## config.mk

```make
export PLATFORM = sky130hd
export DESIGN_NAME = rename_core
export DESIGN_NICKNAME = d
export VERILOG_FILES = /design/src/verilog/core_pkg.sv /design/src/verilog/packet_pkg.sv /design/src/verilog/req_ack_sink.sv /design/src/verilog/rename_unit.sv /design/src/verilog/reorder_buffer.sv /design/src/verilog/commit_port.sv /design/src/verilog/rename_core.sv
export SDC_FILE = /design/constraint.sdc
export NUM_CORES = 2
export LEC_CHECK = 0
export BUFFER_PORTS_ARGS = -buffer_cell sky130_fd_sc_hd__buf_2
export CAP_MARGIN = 20
export CORE_ASPECT_RATIO = 1.5
export CORE_MARGIN = 10
export CORE_UTILIZATION = 62
export DETAILED_ROUTE_END_ITERATION = 10
export PLACE_DENSITY = 0.79
export SYNTH_ARGS = -nofsm -noshare
export SYNTH_HDL_FRONTEND = slang
export SYNTH_SLANG_ARGS = --single-unit
```

## constraint.sdc

```tcl
create_clock -name clock -period 7.2 [get_ports clock]
set_input_delay 1.08 -clock clock [delete_from_list [all_inputs] [get_ports clock]]
set_output_delay 1.08 -clock clock [all_outputs]
set_load 0.02 [all_outputs]
```

## src/verilog/core_pkg.sv

```systemverilog
`default_nettype none

package core_pkg;

  // register counts
  localparam int num_arch = 32;
  localparam int num_preg = 64;
  localparam int num_free = num_preg - num_arch;  // pregs left unmapped after reset
  localparam int num_rob  = 16;

  localparam int zero_reg = 31;  // commit write dropped for this index

  // field widths
  localparam int arch_w = $clog2(num_arch);
  localparam int preg_w = $clog2(num_preg);
  localparam int rob_w  = $clog2(num_rob);
  localparam int word_w = 64;

  typedef logic [arch_w-1:0] arch_idx_t;
  typedef logic [preg_w-1:0] preg_t;
  typedef logic [rob_w-1:0]  rob_idx_t;
  typedef logic [word_w-1:0] word_t;

  // free list pointers wrap on their own, count needs one more bit
  typedef logic [$clog2(num_free)-1:0]   free_idx_t;
  typedef logic [$clog2(num_free+1)-1:0] free_cnt_t;

  // rob occupancy, 0 to num_rob
  typedef logic [$clog2(num_rob+1)-1:0] rob_cnt_t;

endpackage

`default_nettype wire

```

## src/verilog/packet_pkg.sv

```systemverilog
`default_nettype none

package packet_pkg;

  // instruction entering the core
  typedef struct packed {
    core_pkg::arch_idx_t arch_dest;
    core_pkg::word_t     npc;
    logic                halt;
    logic                illegal;
  } dispatch_t;

  // finished result, tagged with its rob slot
  typedef struct packed {
    core_pkg::rob_idx_t rob_tag;
    core_pkg::word_t    value;
  } complete_t;

  // rename result handed to the rob
  typedef struct packed {
    core_pkg::arch_idx_t arch_dest;
    core_pkg::preg_t     new_preg;
    core_pkg::preg_t     old_preg;  // freed when this one retires
    core_pkg::word_t     npc;
    logic                halt;
    logic                illegal;
  } rename_t;

  // retired instruction on the commit port
  typedef struct packed {
    core_pkg::arch_idx_t arch_dest;
    core_pkg::word_t     wr_data;
    logic                wr_en;
    core_pkg::preg_t     preg;
    core_pkg::word_t     npc;
  } commit_t;

  typedef enum logic [1:0] {
    no_error,
    halted_on_halt,
    halted_on_illegal
  } error_t;

endpackage

`default_nettype wire

```

## src/verilog/req_ack_sink.sv

```systemverilog
`timescale 1ns/1ns
`default_nettype none

module req_ack_sink #(
  parameter type payload_t = logic
) (
  input  wire           clock,
  input  wire           arst_n,
  input  wire           req,         // four-phase request from the sender
  input  wire payload_t payload_in,  // held stable by the sender while req is high
  input  wire           take,        // one-cycle pulse from the consumer
  output logic          ack,
  output logic          valid,
  output payload_t      payload
);

  // handshake control
  always_ff @(posedge clock or negedge arst_n) begin
    if (!arst_n) begin
      ack   <= 1'b0;
      valid <= 1'b0;
    end else begin
      if (req && !ack && !valid) begin
        valid <= 1'b1;  // new request seen
      end else if (valid && take) begin
        valid <= 1'b0;
        ack   <= 1'b1;
      end else if (ack && !req) begin
        ack <= 1'b0;    // return to zero
      end
    end
  end

  // payload capture, only on a fresh request
  always_ff @(posedge clock) begin
    if (req && !ack && !valid) begin
      payload <= payload_in;
    end
  end

endmodule

`default_nettype wire

```

## src/verilog/rename_unit.sv

```systemverilog
`timescale 1ns/1ns
`default_nettype none

module rename_unit (
  input  wire                        clock,
  input  wire                        arst_n,
  input  wire                        dispatch_valid,
  input  wire packet_pkg::dispatch_t dispatch,
  input  wire                        rob_ready,
  input  wire                        release_en,    // rob retired an entry
  input  wire core_pkg::preg_t       release_preg,  // its old mapping
  output logic                       dispatch_take,
  output logic                       push,
  output packet_pkg::rename_t        renamed
);

  core_pkg::preg_t     map_table [core_pkg::num_arch];
  core_pkg::preg_t     free_list [core_pkg::num_free];
  core_pkg::free_idx_t free_head;
  core_pkg::free_idx_t free_tail;
  core_pkg::free_cnt_t free_count;

  // a preg and a rob slot are both needed to accept
  assign dispatch_take = dispatch_valid && (free_count != '0) && rob_ready;
  assign push          = dispatch_take;

  always_comb begin
    renamed.arch_dest = dispatch.arch_dest;
    renamed.new_preg  = free_list[free_head];
    renamed.old_preg  = map_table[dispatch.arch_dest];
    renamed.npc       = dispatch.npc;
    renamed.halt      = dispatch.halt;
    renamed.illegal   = dispatch.illegal;
  end

  always_ff @(posedge clock or negedge arst_n) begin
    if (!arst_n) begin
      // identity map, spare pregs queued in order
      for (int i = 0; i < core_pkg::num_arch; i++) begin
        map_table[i] <= core_pkg::preg_t'(i);
      end
      for (int i = 0; i < core_pkg::num_free; i++) begin
        free_list[i] <= core_pkg::preg_t'(core_pkg::num_arch + i);
      end
      free_head  <= '0;
      free_tail  <= '0;
      free_count <= core_pkg::free_cnt_t'(core_pkg::num_free);
    end else begin
      if (dispatch_take) begin
        map_table[dispatch.arch_dest] <= free_list[free_head];
        free_head <= free_head + core_pkg::free_idx_t'(1);
      end
      if (release_en) begin
        free_list[free_tail] <= release_preg;  // append at tail
        free_tail <= free_tail + core_pkg::free_idx_t'(1);
      end

      case ({dispatch_take, release_en})
        2'b10:   free_count <= free_count - core_pkg::free_cnt_t'(1);
        2'b01:   free_count <= free_count + core_pkg::free_cnt_t'(1);
        default: free_count <= free_count;  // none, or one in and one out
      endcase
    end
  end

endmodule

`default_nettype wire

```

## src/verilog/reorder_buffer.sv

```systemverilog
`timescale 1ns/1ns
`default_nettype none

module reorder_buffer (
  input  wire                        clock,
  input  wire                        arst_n,
  input  wire                        push,
  input  wire packet_pkg::rename_t   renamed,
  input  wire                        complete_valid,
  input  wire packet_pkg::complete_t complete,
  input  wire                        pop,           // head accepted by the commit port
  output logic                       rob_ready,
  output logic                       complete_take,
  output logic                       head_valid,
  output packet_pkg::commit_t        head,
  output logic                       release_en,
  output core_pkg::preg_t            release_preg,
  output packet_pkg::error_t         error_status
);

  packet_pkg::rename_t        info  [core_pkg::num_rob];
  core_pkg::word_t            value [core_pkg::num_rob];
  logic [core_pkg::num_rob-1:0] done;
  core_pkg::rob_idx_t         rob_head;
  core_pkg::rob_idx_t         rob_tail;
  core_pkg::rob_cnt_t         rob_count;

  assign rob_ready     = rob_count != core_pkg::rob_cnt_t'(core_pkg::num_rob);
  assign complete_take = complete_valid;  // a slot always exists for a completion

  // head waits for its result, and nothing leaves after a stop
  assign head_valid = done[rob_head] && (error_status == packet_pkg::no_error);

  always_comb begin
    head.arch_dest = info[rob_head].arch_dest;
    head.wr_data   = value[rob_head];
    head.wr_en     = info[rob_head].arch_dest != core_pkg::arch_idx_t'(core_pkg::zero_reg);
    head.preg      = info[rob_head].new_preg;
    head.npc       = info[rob_head].npc;
  end

  assign release_en   = pop;
  assign release_preg = info[rob_head].old_preg;

  always_ff @(posedge clock or negedge arst_n) begin
    if (!arst_n) begin
      done         <= '0;
      rob_head     <= '0;
      rob_tail     <= '0;
      rob_count    <= '0;
      error_status <= packet_pkg::no_error;
    end else begin
      if (push) begin
        done[rob_tail] <= 1'b0;
        rob_tail       <= rob_tail + core_pkg::rob_idx_t'(1);
      end
      if (complete_take) begin
        done[complete.rob_tag] <= 1'b1;
      end
      if (pop) begin
        done[rob_head] <= 1'b0;
        rob_head       <= rob_head + core_pkg::rob_idx_t'(1);
        // halt wins when both bits are set
        if (info[rob_head].halt) begin
          error_status <= packet_pkg::halted_on_halt;
        end else if (info[rob_head].illegal) begin
          error_status <= packet_pkg::halted_on_illegal;
        end
      end

      case ({push, pop})
        2'b10:   rob_count <= rob_count + core_pkg::rob_cnt_t'(1);
        2'b01:   rob_count <= rob_count - core_pkg::rob_cnt_t'(1);
        default: rob_count <= rob_count;
      endcase
    end
  end

  // entry payload
  always_ff @(posedge clock) begin
    if (push) begin
      info[rob_tail] <= renamed;
    end
    if (complete_take) begin
      value[complete.rob_tag] <= complete.value;
    end
  end

endmodule

`default_nettype wire

```

## src/verilog/commit_port.sv

```systemverilog
`timescale 1ns/1ns
`default_nettype none

module commit_port (
  input  wire                      clock,
  input  wire                      arst_n,
  input  wire                      head_valid,
  input  wire packet_pkg::commit_t head,
  input  wire                      commit_ack,
  output logic                     pop,
  output logic                     commit_req,
  output packet_pkg::commit_t      commit,           // held while req is up
  output core_pkg::word_t          completed_insts
);

  typedef enum logic [1:0] {
    st_idle,
    st_request,
    st_wait_low
  } state_t;

  state_t state;

  assign pop        = (state == st_idle) && head_valid;
  assign commit_req = state == st_request;

  always_ff @(posedge clock or negedge arst_n) begin
    if (!arst_n) begin
      state           <= st_idle;
      completed_insts <= '0;
    end else begin
      case (state)
        st_idle: begin
          if (pop) begin
            state           <= st_request;
            completed_insts <= completed_insts + core_pkg::word_t'(1);
          end
        end
        st_request:  if (commit_ack) state <= st_wait_low;   // req drops here
        st_wait_low: if (!commit_ack) state <= st_idle;
        default:     state <= st_idle;
      endcase
    end
  end

  // holding register for the record on the port
  always_ff @(posedge clock) begin
    if (pop) begin
      commit <= head;
    end
  end

endmodule

`default_nettype wire

```

## src/verilog/rename_core.sv

```systemverilog
`timescale 1ns/1ns
`default_nettype none

module rename_core (
  input  wire                        clock,
  input  wire                        arst_n,
  input  wire                        dispatch_req,
  input  wire packet_pkg::dispatch_t dispatch,
  output logic                       dispatch_ack,
  input  wire                        complete_req,
  input  wire packet_pkg::complete_t complete,
  output logic                       complete_ack,
  output logic                       commit_req,
  output packet_pkg::commit_t        commit,
  input  wire                        commit_ack,
  output core_pkg::word_t            completed_insts,  // retired count
  output packet_pkg::error_t         error_status
);

  logic                  dispatch_valid;
  logic                  dispatch_take;
  packet_pkg::dispatch_t dispatch_q;
  logic                  complete_valid;
  logic                  complete_take;
  packet_pkg::complete_t complete_q;
  logic                  rob_ready;
  logic                  push;
  packet_pkg::rename_t   renamed;
  logic                  head_valid;
  packet_pkg::commit_t   head;
  logic                  pop;
  logic                  release_en;
  core_pkg::preg_t       release_preg;

  req_ack_sink #(.payload_t(packet_pkg::dispatch_t)) dispatch_sink_0 (
    .clock      (clock),
    .arst_n     (arst_n),
    .req        (dispatch_req),
    .payload_in (dispatch),
    .take       (dispatch_take),
    .ack        (dispatch_ack),
    .valid      (dispatch_valid),
    .payload    (dispatch_q)
  );

  // results may come back in any order
  req_ack_sink #(.payload_t(packet_pkg::complete_t)) complete_sink_0 (
    .clock      (clock),
    .arst_n     (arst_n),
    .req        (complete_req),
    .payload_in (complete),
    .take       (complete_take),
    .ack        (complete_ack),
    .valid      (complete_valid),
    .payload    (complete_q)
  );

  rename_unit rename_unit_0 (
    .clock          (clock),
    .arst_n         (arst_n),
    .dispatch_valid (dispatch_valid),
    .dispatch       (dispatch_q),
    .rob_ready      (rob_ready),
    .release_en     (release_en),
    .release_preg   (release_preg),
    .dispatch_take  (dispatch_take),
    .push           (push),
    .renamed        (renamed)
  );

  reorder_buffer reorder_buffer_0 (
    .clock          (clock),
    .arst_n         (arst_n),
    .push           (push),
    .renamed        (renamed),
    .complete_valid (complete_valid),
    .complete       (complete_q),
    .pop            (pop),
    .rob_ready      (rob_ready),
    .complete_take  (complete_take),
    .head_valid     (head_valid),
    .head           (head),
    .release_en     (release_en),
    .release_preg   (release_preg),
    .error_status   (error_status)
  );

  commit_port commit_port_0 (
    .clock           (clock),
    .arst_n          (arst_n),
    .head_valid      (head_valid),
    .head            (head),
    .commit_ack      (commit_ack),
    .pop             (pop),
    .commit_req      (commit_req),
    .commit          (commit),
    .completed_insts (completed_insts)
  );

endmodule

`default_nettype wire

```

After elaboration in Yosys (flattened, before gate mapping)
Memories as Yosys holds them, arrays and structs flattened. A register that Yosys moved wholly into a read port is not among the register bits. Cells that the tools add are included. Widths: inputs -> output; s select.

Register bits after elaboration: 716. RAM bits: 2352. Bits of input ports: 144. Output and inout port bits: 209. Word-level logic and storage cells: 206. Memories: 2.

Add/sub/neg operators: 9. $lt $le $gt $ge: 11. Eq/ne operators: 9. Muxes and demuxes: 42. Bitwise logic cells: 10. Reduce and logical (&&, ||, !) cells: 35.

Memories: reorder_buffer_0.info (words 16, width 83, read ports 1, clocked after memory_dff 0, wr ports 1, line reorder_buffer.sv:21) `packet_pkg::rename_t info [core_pkg::num_rob];`; reorder_buffer_0.value (words 16, width 64, read ports 1, clocked after memory_dff 1, wr ports 1, line reorder_buffer.sv:22) `core_pkg::word_t value [core_pkg::num_rob];`.

Operators by type and width (number): $bwmux 192 (2); $add 64x1->64 const B (1); $bmux 6 s5 (2); $demux 6 s5 (2); $mux 16 (3); $mux 6 (6); $and 16x16->16 (2); $not 16->16 (2); $ge 6x6->1 const B (3); $not 5->6 (3); $logic_and 1x1->1 (16); $or 16x16->16 (1); $add 5x1->5 const B (3); $lt 4x5->1 const B (3); $mux 1 (15); $demux 1 s4 (3); $ge 4x1->1 const B (3); $lt 6x1->1 const B (2); $pmux 6 s2 (1); $mux 2 (5); $ne 5x5->1 const B (2); $pmux 5 s2 (1); $reduce_bool 2->1 (5); $add 4x1->4 const B (2); other kinds (15) (28).

Depth between registers and ports, before layout
Word-level depth: 11. Mapped depth: 19. Mapped depth without buffers: 14.

Hierarchy
A second synthesis with hierarchy kept.

Cell total of the unflattened synthesis: 5589. Area, all modules: 121124.9 um^2.

By module, submodules not included: reorder_buffer (times used 1, cells an instance 3466, area an instance 89956.3 um^2, seq. area each 71403.5 um^2); rename_unit (times used 1, cells an instance 1548, area an instance 19530.0 um^2, seq. area each 10251.1 um^2); commit_port (times used 1, cells an instance 424, area an instance 7297.0 um^2, seq. area each 5855.6 um^2); req_ack_sink at dispatch_sink_0 (times used 1, cells an instance 77, area an instance 2215.9 um^2, seq. area each 2182.1 um^2); req_ack_sink at complete_sink_0 (times used 1, cells an instance 74, area an instance 2125.8 um^2, seq. area each 2092.0 um^2).

Least setup slack after synthesis
No wires, ideal clock.

Path kind: in2reg. Start: in dispatch_req. End: reg dispatch_sink_0.payload[0] in the netlist's numbering (enable). Library setup time: 605 ps. Arrival time: 6260 ps. Data required time: 6595 ps. Setup slack: 335 ps. Stages: 1. Path buffers: 0. Cell sequence: nor3b_1.

Cells in the longest elaborated chain, start to end: 2.

Ends and longest elaborated chain: start: declaration (line rename_core.sv:7) `input wire dispatch_req,`; $logic_and 1x1->1 (2 in series) (line req_ack_sink.sv:36) `if (req && !ack && !valid) begin`; end signal: assignment (line req_ack_sink.sv:37) `payload <= payload_in;`; end: declaration (line req_ack_sink.sv:14) `output payload_t payload`.

Every way passes these cells. A chain may end at the register's enable or synchronous reset.

Final worst setup path
Start: reg reorder_buffer_0.rob_head[1]. End: reg rename_unit_0.free_count[5].

Cells in the longest elaborated chain, start to end: 6. Elaborated cells between the ends (all ways): 8. Classes of those cells: 2 x eq/ne; 3 x mux; 3 x reduce/logical.

Ends and longest elaborated chain: start: declaration (line reorder_buffer.sv:24) `core_pkg::rob_idx_t rob_head;`; start signal: assignment (line reorder_buffer.sv:62) `rob_head <= rob_head + core_pkg::rob_idx_t'(1);`; $bmux 1 s4 * (line reorder_buffer.sv:32) `assign head_valid = done[rob_head] && (error_status == packet_pkg::no_error);`; $mux 1 (not written as such) * (line reorder_buffer.sv:32); $logic_and 1x1->1 * (line reorder_buffer.sv:32); $logic_and 1x1->1 * (line commit_port.sv:24) `assign pop = (state == st_idle) && head_valid;`; $eq 2x1->1 / $eq 2x2->1 (equally long branches) (line rename_unit.sv:58) `case ({dispatch_take, release_en})`; $pmux 6 s2 / $reduce_bool 2->1 (equally long branches); end signal: assignment (line rename_unit.sv:59) `2'b10: free_count <= free_count - core_pkg::free_cnt_t'(1);`; end signal: assignment (line rename_unit.sv:60) `2'b01: free_count <= free_count + core_pkg::free_cnt_t'(1);`; end signal: assignment (line rename_unit.sv:61) `default: free_count <= free_count;`; end: declaration (line rename_unit.sv:21) `core_pkg::free_cnt_t free_count;`.

Every way passes the cells marked *; elsewhere a longest branch is shown, timed or not. The select of a mux whose other input is x is not followed.

==> metrics.md <==
| Metric | Value |
|---|---|
| CTS tree | built |
| Area enclosed by the die boundary | 213000 um2 |
| Cell types with the largest area share after synthesis | sky130_fd_sc_hd__edfxtp_1 66%, sky130_fd_sc_hd__mux4_2 15%, sky130_fd_sc_hd__dfrtp_1 6.4%, sky130_fd_sc_hd__dfstp_2 4.2%, sky130_fd_sc_hd__mux2_2 1.9% |
| Post-synth top flop | sky130_fd_sc_hd__edfxtp_1 |
| Portion of the post-synthesis area used by sequential elements | 0.762 |
| Most used standard cell by instance count after synthesis | sky130_fd_sc_hd__edfxtp_1 |
| Placer Congestion | 0.830 |
| Fmax | approximately 0.20 GHz |
| Clock Pin Slew Worst Setup and Hold Paths | 0.07 ns |
| Worst skew pair latency | around 0.86 ns |
| Number of storage elements in the synthesis netlist | between 3000 and 4000 |
| Number of instances resized during post-cts repair | 0 |
| Ordered cell list for the critical path | mux2_2, o211a_1, and3_2, buf_4, nor2_4, inv_8, ha_1, inv_1, ha_1, o21ai_0, a31oi_1, or3_1, a21oi_1, xor2_1 |
| Register-to-register setup slack | 2.18 ns |
| Number of synthesized flops with an enable pin | 2631 |
| Cell with the biggest individual delay on the critical path | sky130_fd_sc_hd__dfrtp_4 |
| Number of design-rule violations left by the first detailed-router iteration | around 7200 |
| Standard-cell row count | 198 |
| Starting density of the core | 0.622 |
| Top-area cell type share of the netlist area | 0.656 |
| Largest net degree at the start of global routing | approximately 170 |
| Worst Hold Slack | around 0.30 ns |
| Power Dens Cells | approximately 380 nW/um2 |
| Post-synth design cell area | roughly 120000 um2 |
| Post-route minimum period | around 5 ns |
| Mean routed wirelength per cell | around 33 um |
| H-tree levels | 5 |
| Net Count, Synth | 5686 |
| Die Ht | about 560 um |
| Transition time at the pin with the least slew margin | 1.14 ns |
| Reg-to-reg endpoint | rename_unit_0.free_count[5]$_DFFE_PN1P_ |
| Top cells by instance count after synthesis | 2631 x sky130_fd_sc_hd__edfxtp_1, 805 x sky130_fd_sc_hd__mux4_2, 308 x sky130_fd_sc_hd__dfrtp_1 |
| Final cycle utilization of the critical path | 0.698 |
| Ports | 353 |
| Status | finished, final reports clean |
| Maximum net fanout on the critical path | between 50 and 60 |
| Final count of negative-setup-slack endpoints | 0 |
| Clock root buffer | sky130_fd_sc_hd__clkbuf_16 |
| Sinks on the clock net | ~3100 |
| Path type of the worst setup path | flop to flop |
| Unrepaired setup endpoints after global routing | false |
| Setup TNS Final | 0 ns |
| Highest cell delay on the worst timing path | 0.99 ns |
| Number of hold buffers added after cts | 0 |
| Count of cells along the worst register-to-register path | 14 |
| Detail Route Antenna Nets | 0 |
| Worst hold path class | input port to asynchronous set/reset pin |
| Finished layout cell area | 134000 um2 |
| Power consumption | 50.8 mW |
| Warnings, synthesis | 0 |
| Cts bufs inserted | roughly 280 |
| Area growth from synthesis to layout | 11.2% |
| CP startpoint kind | flop |
| Fin. max-slew vios | 0 |
| Number of global-route vias before repair | 62000 |
| Max-cap violations | 0 |
| Initial antenna violation count | 24 |
| Worst relative slew slack | 0.240 |
| Routed via count | ~60000 |
| Most frequent CP cell | sky130_fd_sc_hd__ha_1 |
| CTS max path bufs | 4 |
| Placement Cell Area | 125000 um2 |
| Nets | 6125 |
| Overall Global Routing Usage | 0.273 |
| First-pass iteration count of the detailed router | 6 |
| Final hold vios | 0 |
| Port Buffer Count | about 350 |
| Fraction of layout cells with a size suffix above 1 | 0.347 |
| Critical path data required time | about 7.9 ns |
| Number of different library cells in the post-synthesis netlist | between 70 and 80 |
| First-pass GRT wire length | 430000 um |
| Placeable core region | roughly 190000 um2 |
| Post-detailed-placement half-perimeter wirelength | around 150000 um |
| X dimension of the die | between 300 and 400 um |
| Total setup buffers inserted after CTS | 0 |
| Leak | 44.6 nW |
| Data arrival, critical path | 5.76 ns |
| Cell taking the most area after synthesis | sky130_fd_sc_hd__edfxtp_1 |
| Total Routed Length | 291000 um |
| DRC violation count after routing | 0 |
| Setup clock skew after layout | between 0.05 and 0.06 ns |
| Share of async-settable or async-resettable flops after synthesis | 0.160 |
| Synth Instances | between 5000 and 6000 |
| Mean post-synth cell area | around 22 um2 |
| Nature of the critical path endpoint | flop |
| Critical R2R Launch | reorder_buffer_0.rob_head[1]$_DFFE_PN0P_ |
| Total grt overflow | 0 |
| Detailed-route vias per instance | just under 7 |
| Worst ir drop on vdd | between 0.0003 and 0.0004 V |
==> power breakdown <==
group,switching (mW),internal [mW]
Clock,6.51,8.12
Sequential,1.43,22.5
Combinational,6.59,5.62
Total,14.5,36.3
==> registers in the layout (all words and copies together), names as in the netlist, 6 cells and up <==
register	cells
commit_port_0.commit	140
commit_port_0.completed_insts	64
complete_sink_0.payload	68
dispatch_sink_0.payload	71
rename_unit_0.free_count	6
rename_unit_0.free_list	192
rename_unit_0.map_table	192
reorder_buffer_0.done	16
reorder_buffer_0.info	1328
reorder_buffer_0.value	1024
==> cell families (layout without fill, tap and decap cells) <==
group	count (synthesis)	in the layout	synth area share
flip-flops	3132	3132	0.762
multiplexers	1093	1093	0.177
AND/OR/NAND/NOR	473	473	0.0189
buffers and inverters	393	1041	0.0154
AO/OA/AOI/OAI	321	321	0.0174
XOR/XNOR	90	90	0.00655
adder cells (fa/ha/maj)	20	20	0.00208
other	0	10	0
==> layout by cell type (no fill, tap or decap), types with 21 or more instances in the layout <==
cell type,count
sky130_fd_sc_hd__inv_1,75
sky130_fd_sc_hd__nand2_1,206
sky130_fd_sc_hd__a22oi_1,31
sky130_fd_sc_hd__dfstp_2,193
sky130_fd_sc_hd__nor3_1,25
sky130_fd_sc_hd__xor2_1,49
sky130_fd_sc_hd__a21oi_1,22
sky130_fd_sc_hd__mux2_2,204
sky130_fd_sc_hd__nor2_1,70
sky130_fd_sc_hd__buf_2,351
sky130_fd_sc_hd__clkinv_2,40
sky130_fd_sc_hd__buf_4,93
sky130_fd_sc_hd__clkinv_1,61
sky130_fd_sc_hd__o211ai_2,21
sky130_fd_sc_hd__nand3_1,34
sky130_fd_sc_hd__mux4_2,805
sky130_fd_sc_hd__mux2i_1,79
sky130_fd_sc_hd__nand4_1,29
sky130_fd_sc_hd__dfrtp_1,303
sky130_fd_sc_hd__clkbuf_1,45
sky130_fd_sc_hd__edfxtp_1,2631
sky130_fd_sc_hd__clkbuf_16,290
sky130_fd_sc_hd__o21ai_0,152
sky130_fd_sc_hd__xnor2_1,41
==> how the worst max path moves through the flow <==
stage | from | to | slack [ns] | cells past startpoint
global placement | reorder_buffer_0.rob_head[1]$_DFFE_PN0P_ | rename_unit_0.free_count[5]$_DFFE_PN1P_ | 2.24 | 14
floorplan | dispatch_req | dispatch_sink_0.payload[0]$_DFFE_PP_ | 0.34 | 1
detailed placement | reorder_buffer_0.rob_head[1]$_DFFE_PN0P_ | rename_unit_0.free_count[5]$_DFFE_PN1P_ | 2.25 | 14
global route | reorder_buffer_0.rob_head[1]$_DFFE_PN0P_ | rename_unit_0.free_count[5]$_DFFE_PN1P_ | 1.88 | 14
finish | reorder_buffer_0.rob_head[1]$_DFFE_PN0P_ | rename_unit_0.free_count[5]$_DFFE_PN1P_ | 2.18 | 14
CTS | reorder_buffer_0.rob_head[1]$_DFFE_PN0P_ | rename_unit_0.free_count[5]$_DFFE_PN1P_ | 2.23 | 14
==> per-stage QoR <==
step           utilization  instances  worst slack (ns)
2_1_floorplan            -       5522             0.335
6_report             0.692       8780              2.18
3_3_place_gp         0.646       8272              2.24
5_1_grt              0.692       8773              1.88
3_5_place_dp         0.646       8272              2.25
4_1_cts              0.691       8765              2.23
==> routing by layer <==
metal | global-route usage | vias up | share of wire | wire (um)
li1 | - | 23500 | - | -
met1 | 0.358 | 31200 | 0.35 | 103000
met2 | 0.463 | 3691 | 0.52 | 150000
met3 | 0.0593 | 630 | 0.10 | 29100
met4 | 0.0842 | 26 | 0.031 | 9090
met5 | 0 | - | 0.00059 | 172
==> worst max-delay path, delay by kind of cell (launching register included) <==
| kind | cells | cell delay (ns) |
|---|---|---|
| AND/OR/NAND/NOR | 3 | 1.09 |
| flip-flops | 1 | 0.99 |
| adder cells (fa/ha/maj) | 2 | 0.78 |
| buffers and inverters | 3 | 0.77 |
| AO/OA/AOI/OAI | 4 | 0.65 |
| multiplexers | 1 | 0.42 |
| XOR/XNOR | 1 | 0.17 |
==> layout make-up <==
class,instances,area (um2)
Antenna cell,10,25.0
Fill cell,11100,59600
Clock buffer,344,7540
Sequential cell,3132,91800
Clock inverter,149,1230
Tap cell,2600,3250
Multi-Input combinational cell,1997,27000
Inverter,92,393
Timing Repair Buffer,456,2710
Power figures use the tool's default switching activity.
